$ cat config.mk
export PLATFORM = sky130hd
export DESIGN_NAME = video_gen
export DESIGN_NICKNAME = d
export VERILOG_FILES = /design/src/common/video_pkg.sv /design/src/common/playfield_cfg_if.sv /design/src/common/video_timing_if.sv /design/src/hdl/video_gen.sv /design/src/hdl/video_out.sv /design/src/playfield/bitmap_fetch.sv /design/src/video_sync/video_sync.sv /design/src/hdl/video_regs.sv
export VERILOG_INCLUDE_DIRS = /design/src /design/src/common
export SDC_FILE = /design/constraint.sdc
export NUM_CORES = 1
export LEC_CHECK = 0
export ABC_CLOCK_PERIOD_IN_PS = 3000
export BUFFER_PORTS_ARGS = -buffer_cell sky130_fd_sc_hd__buf_2
export CORE_MARGIN = 2
export CORE_UTILIZATION = 35
export DETAILED_ROUTE_END_ITERATION = 8
export GPL_TIMING_DRIVEN = 0
export PLACE_DENSITY = 0.63
export SLEW_MARGIN = 20
export SYNTH_ARGS = -nofsm -noshare
export SYNTH_HDL_FRONTEND = slang
export SYNTH_SLANG_ARGS = --single-unit
$ cat constraint.sdc
create_clock -name clk -period 3 [get_ports clk]
set_clock_uncertainty 0.15 [all_clocks]
set_input_delay 0.6 -clock clk [delete_from_list [all_inputs] [get_ports clk]]
set_output_delay 0.6 -clock clk [all_outputs]
set_load 0.01 [all_outputs]
$ cat src/common/video_gen_config.svh
// raster generator build constants
// timing is kept tiny so that a whole frame simulates quickly
// also holds the sync polarities, the pixel pipeline depth and register reset values

`ifndef VIDEO_GEN_CONFIG_SVH
`define VIDEO_GEN_CONFIG_SVH

// horizontal timing in pixels, offscreen part comes first on a line
`define VIS_WIDTH       32
`define H_FRONT_PORCH   4
`define H_SYNC_PULSE    4
`define H_BACK_PORCH    8
`define OFFSCREEN_WIDTH (`H_FRONT_PORCH + `H_SYNC_PULSE + `H_BACK_PORCH)
`define TOTAL_WIDTH     (`OFFSCREEN_WIDTH + `VIS_WIDTH)

// vertical timing in lines, visible lines come first in a frame
`define VIS_HEIGHT      8
`define V_FRONT_PORCH   2
`define V_SYNC_PULSE    2
`define V_BACK_PORCH    3
`define TOTAL_HEIGHT    (`VIS_HEIGHT + `V_FRONT_PORCH + `V_SYNC_PULSE + `V_BACK_PORCH)

// sync polarity, 0 is active low
`define H_SYNC_POL      (1'b0)
`define V_SYNC_POL      (1'b0)

// cycles from counter position to playfield pixel
`define FETCH_LAT       3

// register reset values
`define BORDER_RESET    (8'h08)
`define LINE_LEN_RESET  (`VIS_WIDTH / 2)

`endif
$ cat src/common/video_pkg.sv
// shared types of the raster video generator
// data and address words, pixel index, raster counters,
// sync states and the host register numbers

`include "video_gen_config.svh"

package video_pkg;

localparam int H_BITS = $clog2(`TOTAL_WIDTH);   // enough for the whole line
localparam int V_BITS = $clog2(`TOTAL_HEIGHT);

typedef logic [15:0] word_t;                    // register or vram data word
typedef logic [15:0] addr_t;                    // vram word address
typedef logic [7:0]  color_t;                   // palette index
typedef logic [H_BITS-1:0] hres_t;              // horizontal counter
typedef logic [V_BITS-1:0] vres_t;              // vertical counter

// one machine each for horizontal and vertical, stepping in this order
typedef enum logic [1:0] {
    PRE_SYNC  = 2'b00,
    SYNC      = 2'b01,
    POST_SYNC = 2'b10,
    VISIBLE   = 2'b11
} sync_state_e;

// host register numbers, bit 4 splits video and playfield groups
typedef enum logic [4:0] {
    VID_CTRL     = 5'h00,
    VID_LEFT     = 5'h06,
    VID_RIGHT    = 5'h07,
    SCANLINE     = 5'h08,
    VID_HSIZE    = 5'h0A,
    VID_VSIZE    = 5'h0B,
    PA_GFX_CTRL  = 5'h10,
    PA_DISP_ADDR = 5'h12,
    PA_LINE_LEN  = 5'h13
} xr_reg_e;

endpackage

$ cat src/common/playfield_cfg_if.sv
// playfield configuration levels
// written by the register file, used by the bitmap fetch unit

interface playfield_cfg_if
    import video_pkg::*;
();

logic           blank;              // show border only
color_t         colorbase;          // xor'd into every pixel
addr_t          start_addr;         // first word of the frame
word_t          line_len;           // words per line
word_t          vid_left;           // window start column, included
word_t          vid_right;          // window end column, excluded
color_t         border_color;

modport driver (output blank, colorbase, start_addr, line_len, vid_left, vid_right,
                border_color);

modport reader (input blank, colorbase, start_addr, line_len, vid_left, vid_right,
                border_color);

endinterface

$ cat src/common/video_timing_if.sv
// raster position and frame events
// driven by the sync generator, read by registers, playfield and output stage

interface video_timing_if
    import video_pkg::*;
();

hres_t          h_count;            // current column
vres_t          v_count;            // current line
sync_state_e    h_state;
sync_state_e    v_state;
logic           hsync_next;         // conditions for the current position
logic           vsync_next;
logic           de_next;
logic           line_end;           // last pixel of every line
logic           frame_start;        // last pixel of the frame
logic           vblank_start;       // last visible pixel of the frame

modport driver (output h_count, v_count, h_state, v_state, hsync_next, vsync_next,
                de_next, line_end, frame_start, vblank_start);

modport reader (input h_count, v_count, h_state, v_state, hsync_next, vsync_next,
                de_next, line_end, frame_start, vblank_start);

endinterface

$ cat src/hdl/video_gen.sv
// raster video generator top level
// host register file, sync generator, bitmap playfield and output stage
// joined by the timing and playfield configuration interfaces

module video_gen
    import video_pkg::*;
(
    input  wire logic           clk,
    input  wire logic           reset_i,
    input  wire logic           reg_wr_en_i,        // host register write strobe
    input  wire xr_reg_e        reg_num_i,
    input  wire word_t          reg_data_i,
    output      word_t          reg_data_o,
    input  wire logic [3:0]     intr_status_i,
    output      logic [3:0]     intr_signal_o,
    output      logic           vram_sel_o,         // video memory read
    output      addr_t          vram_addr_o,
    input  wire word_t          vram_data_i,
    output      color_t         color_index_o,      // pixel palette index
    output      logic           hsync_o,
    output      logic           vsync_o,
    output      logic           dv_de_o
);

video_timing_if     timing_if();
playfield_cfg_if    cfg_if();
color_t             pix;                            // playfield pixel into output stage

video_regs u_regs (
    .clk            (clk),
    .reset_i        (reset_i),
    .reg_wr_en_i    (reg_wr_en_i),
    .reg_num_i      (reg_num_i),
    .reg_data_i     (reg_data_i),
    .reg_data_o     (reg_data_o),
    .intr_status_i  (intr_status_i),
    .intr_signal_o  (intr_signal_o),
    .timing         (timing_if),
    .cfg            (cfg_if)
);

video_sync u_sync (
    .clk            (clk),
    .reset_i        (reset_i),
    .timing         (timing_if)
);

bitmap_fetch u_fetch (
    .clk            (clk),
    .reset_i        (reset_i),
    .timing         (timing_if),
    .cfg            (cfg_if),
    .vram_sel_o     (vram_sel_o),
    .vram_addr_o    (vram_addr_o),
    .vram_data_i    (vram_data_i),
    .pix_o          (pix)
);

video_out u_out (
    .clk            (clk),
    .reset_i        (reset_i),
    .timing         (timing_if),
    .pix_i          (pix),
    .color_index_o  (color_index_o),
    .hsync_o        (hsync_o),
    .vsync_o        (vsync_o),
    .dv_de_o        (dv_de_o)
);

endmodule

$ cat src/hdl/video_out.sv
// video output stage
// delays sync and display enable to line up with the pixel pipeline,
// applies sync polarity and blanks the colour outside display enable

`include "video_gen_config.svh"

module video_out
    import video_pkg::*;
(
    input  wire logic           clk,
    input  wire logic           reset_i,
    video_timing_if.reader      timing,
    input  wire color_t         pix_i,
    output      color_t         color_index_o,
    output      logic           hsync_o,
    output      logic           vsync_o,
    output      logic           dv_de_o
);

logic [`FETCH_LAT-1:0][2:0] ctl_dly;                // {hsync, vsync, de}, stage 0 newest
logic       hsync_d;
logic       vsync_d;
logic       de_d;

assign {hsync_d, vsync_d, de_d} = ctl_dly[`FETCH_LAT-1];

always_ff @(posedge clk) begin
    if (reset_i) begin
        ctl_dly         <= '0;
        hsync_o         <= ~`H_SYNC_POL;            // inactive level
        vsync_o         <= ~`V_SYNC_POL;
        dv_de_o         <= 1'b0;
        color_index_o   <= '0;
    end else begin
        ctl_dly         <= {ctl_dly[`FETCH_LAT-2:0],
                            {timing.hsync_next, timing.vsync_next, timing.de_next}};
        hsync_o         <= hsync_d ? `H_SYNC_POL : ~`H_SYNC_POL;
        vsync_o         <= vsync_d ? `V_SYNC_POL : ~`V_SYNC_POL;
        dv_de_o         <= de_d;
        color_index_o   <= de_d ? pix_i : 8'h00;    // black outside display
    end
end

endmodule

$ cat src/playfield/bitmap_fetch.sv
// bitmap playfield fetch
// reads one vram word per pixel pair while the previous pair shifts out,
// unpacks two 8-bit pixels high byte first and applies colour base,
// window and border; a pixel leaves FETCH_LAT cycles after its position

`include "video_gen_config.svh"

module bitmap_fetch
    import video_pkg::*;
(
    input  wire logic           clk,
    input  wire logic           reset_i,
    video_timing_if.reader      timing,
    playfield_cfg_if.reader     cfg,
    output      logic           vram_sel_o,         // read request
    output      addr_t          vram_addr_o,
    input  wire word_t          vram_data_i,        // valid the cycle after a request
    output      color_t         pix_o
);

addr_t      line_addr;                              // first word of the current line
hres_t      col;                                    // visible column at the counters
hres_t      fetch_col;                              // column of the next cycle
logic       fetch_go;
logic       data_valid;                             // vram_data_i holds a requested word
word_t      pix_shift;
hres_t      col_d1;
hres_t      col_d2;                                 // column of the pixel being formed
logic       in_window;

assign col       = timing.h_count - hres_t'(`OFFSCREEN_WIDTH);
assign fetch_col = col + 1'b1;                      // wraps high while offscreen
assign fetch_go  = (timing.v_state == VISIBLE) && !fetch_col[0] &&
                   (fetch_col < hres_t'(`VIS_WIDTH));

always_ff @(posedge clk) begin
    if (timing.frame_start) begin
        line_addr <= cfg.start_addr;
    end else if (timing.line_end && timing.v_state == VISIBLE) begin
        line_addr <= line_addr + cfg.line_len;      // step to next line
    end
end

always_ff @(posedge clk) begin
    if (reset_i) begin
        vram_sel_o <= 1'b0;
        data_valid <= 1'b0;
    end else begin
        vram_sel_o <= fetch_go;                     // even columns only
        data_valid <= vram_sel_o;
    end
end

assign in_window = (word_t'(col_d2) >= cfg.vid_left) && (word_t'(col_d2) < cfg.vid_right);

always_ff @(posedge clk) begin
    vram_addr_o <= line_addr + addr_t'(fetch_col >> 1);
    if (data_valid) begin
        pix_shift <= vram_data_i;                   // new pair, high byte first
    end else begin
        pix_shift <= {pix_shift[7:0], 8'h00};
    end
    col_d1 <= col;
    col_d2 <= col_d1;
    if (cfg.blank || !in_window) begin
        pix_o <= cfg.border_color;
    end else begin
        pix_o <= pix_shift[15:8] ^ cfg.colorbase;
    end
end

// no vram traffic outside the visible lines
a_sel_visible_line: assert property (@(posedge clk) disable iff (reset_i)
    vram_sel_o |-> timing.v_state == VISIBLE);

endmodule

$ cat src/video_sync/video_sync.sv
// raster sync generator
// horizontal and vertical pre-sync/sync/post-sync/visible state machines
// with their counters, plus the sync, enable and frame event conditions

`include "video_gen_config.svh"

module video_sync
    import video_pkg::*;
(
    input  wire logic           clk,
    input  wire logic           reset_i,
    video_timing_if.driver      timing
);

sync_state_e    h_state;
sync_state_e    h_state_next;
sync_state_e    v_state;
sync_state_e    v_state_next;
hres_t          h_count;
hres_t          h_count_next;
hres_t          h_limit;                            // last column of the current h state
vres_t          v_count;
vres_t          v_count_next;
vres_t          v_limit;                            // last line of the current v state
logic           line_end;
logic           frame_start;
logic           vblank_start;

// offscreen columns first on each line
always_comb begin
    case (h_state)
        PRE_SYNC:   h_limit = hres_t'(`H_FRONT_PORCH - 1);
        SYNC:       h_limit = hres_t'(`H_FRONT_PORCH + `H_SYNC_PULSE - 1);
        POST_SYNC:  h_limit = hres_t'(`OFFSCREEN_WIDTH - 1);
        default:    h_limit = hres_t'(`TOTAL_WIDTH - 1);
    endcase
end

// visible lines first in each frame
always_comb begin
    case (v_state)
        PRE_SYNC:   v_limit = vres_t'(`VIS_HEIGHT + `V_FRONT_PORCH - 1);
        SYNC:       v_limit = vres_t'(`VIS_HEIGHT + `V_FRONT_PORCH + `V_SYNC_PULSE - 1);
        POST_SYNC:  v_limit = vres_t'(`TOTAL_HEIGHT - 1);
        default:    v_limit = vres_t'(`VIS_HEIGHT - 1);
    endcase
end

assign line_end     = (h_state == VISIBLE) && (h_count == h_limit);
assign frame_start  = line_end && (v_state == POST_SYNC) && (v_count == v_limit);
assign vblank_start = line_end && (v_state == VISIBLE) && (v_count == v_limit);

assign h_state_next = (h_count == h_limit) ? sync_state_e'(h_state + 2'd1) : h_state;
assign v_state_next = (line_end && v_count == v_limit) ? sync_state_e'(v_state + 2'd1) : v_state;
assign h_count_next = line_end ? '0 : h_count + 1'b1;
assign v_count_next = frame_start ? '0 : (line_end ? v_count + 1'b1 : v_count);

always_ff @(posedge clk) begin
    if (reset_i) begin
        h_state <= PRE_SYNC;
        h_count <= '0;
        v_state <= POST_SYNC;                       // start on the last line of a frame
        v_count <= vres_t'(`TOTAL_HEIGHT - 1);
    end else begin
        h_state <= h_state_next;
        h_count <= h_count_next;
        v_state <= v_state_next;
        v_count <= v_count_next;
    end
end

assign timing.h_count       = h_count;
assign timing.v_count       = v_count;
assign timing.h_state       = h_state;
assign timing.v_state       = v_state;
assign timing.hsync_next    = (h_state == SYNC);
assign timing.vsync_next    = (v_state == SYNC);
assign timing.de_next       = (h_state == VISIBLE) && (v_state == VISIBLE);
assign timing.line_end      = line_end;
assign timing.frame_start   = frame_start;
assign timing.vblank_start  = vblank_start;

a_h_count_range: assert property (@(posedge clk) disable iff (reset_i)
    h_count < hres_t'(`TOTAL_WIDTH));

a_line_end_pulse: assert property (@(posedge clk) disable iff (reset_i)
    line_end |=> !line_end);

endmodule

$ cat src/hdl/video_regs.sv
// video register file
// host writes with a one-cycle strobe, read data follows one cycle later
// feeds the playfield configuration and pulses the interrupt lines

`include "video_gen_config.svh"

module video_regs
    import video_pkg::*;
(
    input  wire logic           clk,
    input  wire logic           reset_i,
    input  wire logic           reg_wr_en_i,        // write strobe
    input  wire xr_reg_e        reg_num_i,          // register for write and read
    input  wire word_t          reg_data_i,
    output      word_t          reg_data_o,         // read data, one cycle late
    input  wire logic [3:0]     intr_status_i,      // pending status from host side
    output      logic [3:0]     intr_signal_o,      // one-cycle pulses
    video_timing_if.reader      timing,
    playfield_cfg_if.driver     cfg
);

color_t     border_color;
word_t      vid_left;
word_t      vid_right;
color_t     colorbase;
logic       blank;
addr_t      start_addr;
word_t      line_len;
word_t      rd_word;

assign cfg.border_color = border_color;
assign cfg.vid_left     = vid_left;
assign cfg.vid_right    = vid_right;
assign cfg.colorbase    = colorbase;
assign cfg.blank        = blank;
assign cfg.start_addr   = start_addr;
assign cfg.line_len     = line_len;

always_ff @(posedge clk) begin
    if (reset_i) begin
        intr_signal_o   <= 4'b0;
        border_color    <= `BORDER_RESET;           // grey border shows the block is alive
        vid_left        <= '0;
        vid_right       <= word_t'(`VIS_WIDTH);
        colorbase       <= '0;
        blank           <= 1'b1;                    // playfield off until set up
        start_addr      <= '0;
        line_len        <= word_t'(`LINE_LEN_RESET);
    end else begin
        intr_signal_o   <= 4'b0;
        if (reg_wr_en_i) begin
            case (reg_num_i)
                VID_CTRL: begin
                    border_color    <= reg_data_i[15:8];
                    intr_signal_o   <= reg_data_i[3:0];     // software interrupts
                end
                VID_LEFT:       vid_left    <= reg_data_i;
                VID_RIGHT:      vid_right   <= reg_data_i;
                PA_GFX_CTRL: begin
                    colorbase       <= reg_data_i[15:8];
                    blank           <= reg_data_i[7];
                end
                PA_DISP_ADDR:   start_addr  <= reg_data_i;
                PA_LINE_LEN:    line_len    <= reg_data_i;
                default: begin
                end
            endcase
        end
        if (timing.vblank_start) begin
            intr_signal_o[3] <= 1'b1;                       // vertical blank interrupt
        end
    end
end

// read-back selection
always_comb begin
    case (reg_num_i)
        VID_CTRL:       rd_word = {border_color, 4'b0, intr_status_i};
        VID_LEFT:       rd_word = vid_left;
        VID_RIGHT:      rd_word = vid_right;
        SCANLINE:       rd_word = {timing.v_state != VISIBLE, timing.h_state != VISIBLE,
                                   14'(timing.v_count)};
        VID_HSIZE:      rd_word = word_t'(`VIS_WIDTH);
        VID_VSIZE:      rd_word = word_t'(`VIS_HEIGHT);
        PA_GFX_CTRL:    rd_word = {colorbase, blank, 7'b0};
        PA_DISP_ADDR:   rd_word = start_addr;
        PA_LINE_LEN:    rd_word = line_len;
        default:        rd_word = '0;
    endcase
end

always_ff @(posedge clk) begin
    reg_data_o <= rd_word;
end

// the host only writes registers that exist
a_wr_reg_known: assert property (@(posedge clk) disable iff (reset_i)
    reg_wr_en_i |-> reg_num_i inside {VID_CTRL, VID_LEFT, VID_RIGHT, SCANLINE, VID_HSIZE,
                                      VID_VSIZE, PA_GFX_CTRL, PA_DISP_ADDR, PA_LINE_LEN});

endmodule

==> results.md <==
* Antenna diode count at 0
* Power Dens Cells at between 500 and 600 nW/µm²
* Initial drt markers at 643
* Gate power share at 0.041
* Final Critical Period at 2758 ps
* Avg Vias per Cell at 5.107
* HP Start: vram_data_i[4]
* Worst min path class: in2reg
* Routed len/inst at ~17 µm
* Net Switching at about 1.3 mW
* CP Data Required Time at between 3000 and 4000 ps
* Synth Cell Area at ~8700 µm²
* Largest net degree at the start of global routing at 17
* Flop-to-flop setup slack at around 240 ps
* Critical Path Sink Type: flip-flop
* Main combinational cell family by area after synthesis: simple AND/OR/NAND/NOR gates
* Status: complete, no violations
* Detail Placement HPWL at 17810 µm
* F_max at between 300 and 400 MHz
* WS Path Type: reg2reg
* Final routed DRC violation total at 0
* Relative slew slack at 0.4173
* Share of cells above drive strength 1 at 0.1635
* Io pins at 92
* Simple-Gate Fraction of Synth Area at 0.1859
* Final hold violations at 0
* Total power at about 5.9 mW
* Sink Count at between 200 and 250
* Post-synth top flop: dfxtp_1
* Post-synthesis xor/xnor area fraction at 0.05440
* Die area at 26120 µm²
* CTS root buf: clkbuf_16
* I/O Buffers at 87
* Core area at about 24000 µm²
* GRT met1 Usage at 0.2510
* Die height at around 160 µm
* Drt first pass iters at 5
* GR Util met3 at 0.03210
* Maxcap violations at 0
* RSZ-0062 raised after global routing: no
* # fillers at between 2000 and 2500
* Final max-slew violation count at 0
* Worst-path maximum fanout at 6
* Worst vdd ir at around 290 µV
* Post-synthesis cell count at between 900 and 1000
* Final period util at 0.9193
* Seq cells post-synth at roughly 210
* Post-Route WL at roughly 24000 µm
* Crit path capture: u_fetch.vram_addr_o[9]
* Asr flop ratio synth at 0
* Sw Ratio at 0.2209
* Worst-skew pair later-pin latency at a little over 500 ps
* Arr. time, crit path at about 3000 ps
* GP Congestion at about 0.9
* Final setup viols at 0
* Fin cells at between 1000 and 1500
* Cell variety after synth at 60
* Multiplexer area fraction after synthesis at 0.03166
* Clock-pin slew on the worst setup and hold paths at 60 ps
* Initial Utilization at 0.3575
* Overflow after GRT at 0
* Layout area overhead at 18.87%
* Worst-Margin Slew at 866.8 ps
* Number of synthesis warnings at 0
* Leak at slightly above 4 nW
* EDFF count, synth at 16
* Int Pwr at 4.567 mW
* Remaining antenna violation count after routing at 0
* Syn nets at around 1000
* Most used routing layer: met2
* CTS H-Tree Depth at 1
* Clk network pwr share at 0.480
* Vias in the first global route at roughly 6700
* Gr usage total at 0.1803
* Reg2Reg Capture Point: u_fetch.vram_addr_o[9]
* Crit. Startpoint: u_sync.timing.h_count[0]
* Seq pwr share at 0.478
* First-pass GRT wire length at 37230 µm
* Met2 usage at 0.2887
* Compound-gate portion of the synthesized area at 0.1356
* CP startpoint kind: flip-flop
* DIE WIDTH at 161.6 µm
* Hold_buf cts at 0
* Via count at just over 7000
* Worst r2r src: u_sync.timing.h_count[0]
* Post-synthesis sequential area ratio at 0.4904
* Adder-Cell Fraction of Synth Area at 0.06361
* Number of CTS-inserted buffers at 24
* Syn Area/Cell at around 9.3 µm²
* Placed insts at around 1300
* Site row count at 57
* Initial antenna violation count at 0
* Clock Path Buffers at 3
* Nets@finish at around 1100
* CTS tree: built
* Reg2reg path depth at 10
## through the flow
stage / instance area, µm² / util / TNS, ps / worst slack, ps / hold slack [ps]
2_1_floorplan: 8695 / - / 0 / 485.6 / 159.6
3_3_place_gp: 9535 / 0.3921 / -485.2 / -80.84 / 160.5
3_5_place_dp: 9542 / 0.3923 / -2303 / -168.3 / 162.8
4_1_cts: 10320 / 0.4244 / 0 / 2.012 / 137.7
5_1_grt: 10330 / 0.4250 / 0 / 15.83 / 150.9
6_report: 10330 / 0.4250 / 0 / 242.2 / 152.7
## synth_stat cells (9+ instances only)
master	instances	area, µm²
o21ai_0	17	85.08
a21oi_1	103	515.5
inv_1	29	108.9
xnor2_1	27	236.5
clkbuf_1	30	112.6
a22oi_1	34	255.2
nand3_1	39	195.2
nand2b_1	9	56.30
edfxtp_1	16	480.5
nor2b_1	15	93.84
nor2_1	28	105.1
and2_1	24	150.1
mux2_2	16	180.2
nand2_1	177	664.4
dfxtp_1	189	3784
buf_2	12	60.06
ha_1	41	513.0
xor2_1	27	236.5
## sequential cells by signal, summed over array words and instances, names as in the netlist, 2 cells and up
register                 flops
u_fetch.pix_o                8
u_fetch.vram_addr_o         16
u_regs.cfg.border_color      8
u_fetch.col_d2               6
u_sync.timing.h_state        2
u_regs.cfg.line_len         16
u_sync.timing.h_count        6
u_regs.cfg.vid_left         16
u_sync.timing.v_count        4
u_fetch.line_addr           16
u_regs.reg_data_o           16
u_regs.cfg.vid_right        16
u_out.color_index_o          8
u_regs.cfg.colorbase         8
u_out.ctl_dly                9
u_fetch.col_d1               6
u_sync.timing.v_state        2
u_fetch.pix_shift           16
u_regs.intr_signal_o         4
u_regs.cfg.start_addr       16
## worst min path at each step
stage | endpoint | slack, ps | depth (start not counted)
2_1_floorplan | u_fetch.col_d2[0] | 160 | 0
3_3_place_gp | u_fetch.col_d2[1] | 160 | 0
3_5_place_dp | u_fetch.col_d2[3] | 160 | 0
4_1_cts | u_fetch.pix_shift[4] | 140 | 2
5_1_grt | u_fetch.pix_shift[1] | 150 | 2
6_report | u_fetch.pix_shift[4] | 150 | 2
## routing by layer
metal / wire, µm / up-vias
met5: 0 / -
met4: 545 / 0
met1: 10800 / 3343
met3: 1754 / 43
met2: 10650 / 254
li1: - / 3449
## power by group through the flow
stage	registers, mW	logic [mW]	clock network, mW
3_5_place_dp	2.86	0.237	0
6_report	2.80	0.241	2.82
3_3_place_gp	2.86	0.232	0
4_1_cts	2.80	0.239	2.87
2_1_floorplan	2.87	0.119	0
5_1_grt	2.81	0.264	2.99
## worst max-delay path, cell delays in order, from the launching register on
cell	delay [ps]
dfxtp_1	350
ha_1	270
xnor2_2	340
inv_1	80
ha_1	280
a21o_1	160
a21oi_1	220
o21bai_1	110
a21oi_2	300
and3b_1	230
xor2_1	130
## area by class of cell
type,instances,area [µm²],share of cell area
buffer,48,225.2,0.02179
clock buffer,38,745.7,0.07216
clock inverter,5,25.02,0.002421
inverter,29,108.9,0.01053
multi-input combinational,652,4125,0.3992
sequential,205,4264,0.4126
tap,324,405.4,0.03923
timing repair buffer,87,435.4,0.04213
## layout by cell type, fill, tap and decap left out, types with 6 or more instances in the layout
cell	Yosys	routed
a21oi_1	103	102
a22oi_1	34	34
and2_1	24	24
and3_1	6	6
buf_2	12	99
clkbuf_1	30	37
clkbuf_16	0	26
dfxtp_1	189	189
edfxtp_1	16	16
ha_1	41	41
inv_1	29	29
mux2_2	16	16
nand2_1	177	176
nand2b_1	9	9
nand3_1	39	39
nor2_1	28	28
nor2b_1	15	15
nor3_1	8	8
nor4_1	7	6
o21ai_0	17	17
xnor2_1	27	26
xor2_1	27	27
## timing repair
action	4_1_cts	5_1_grt
endpoints found under the setup margin	21	21
resized for setup	2	2
setup buffers	0	0
## cell families after synthesis
kind of cell	after synthesis
adders and majority gates	43
and+or+nand+nor	338
DFF	205
AOI/OAI and AO/OA	193
muxes	24
xor gates and xnor gates	54
buffers and inverters	77
(Power assumes the default switching activity.)
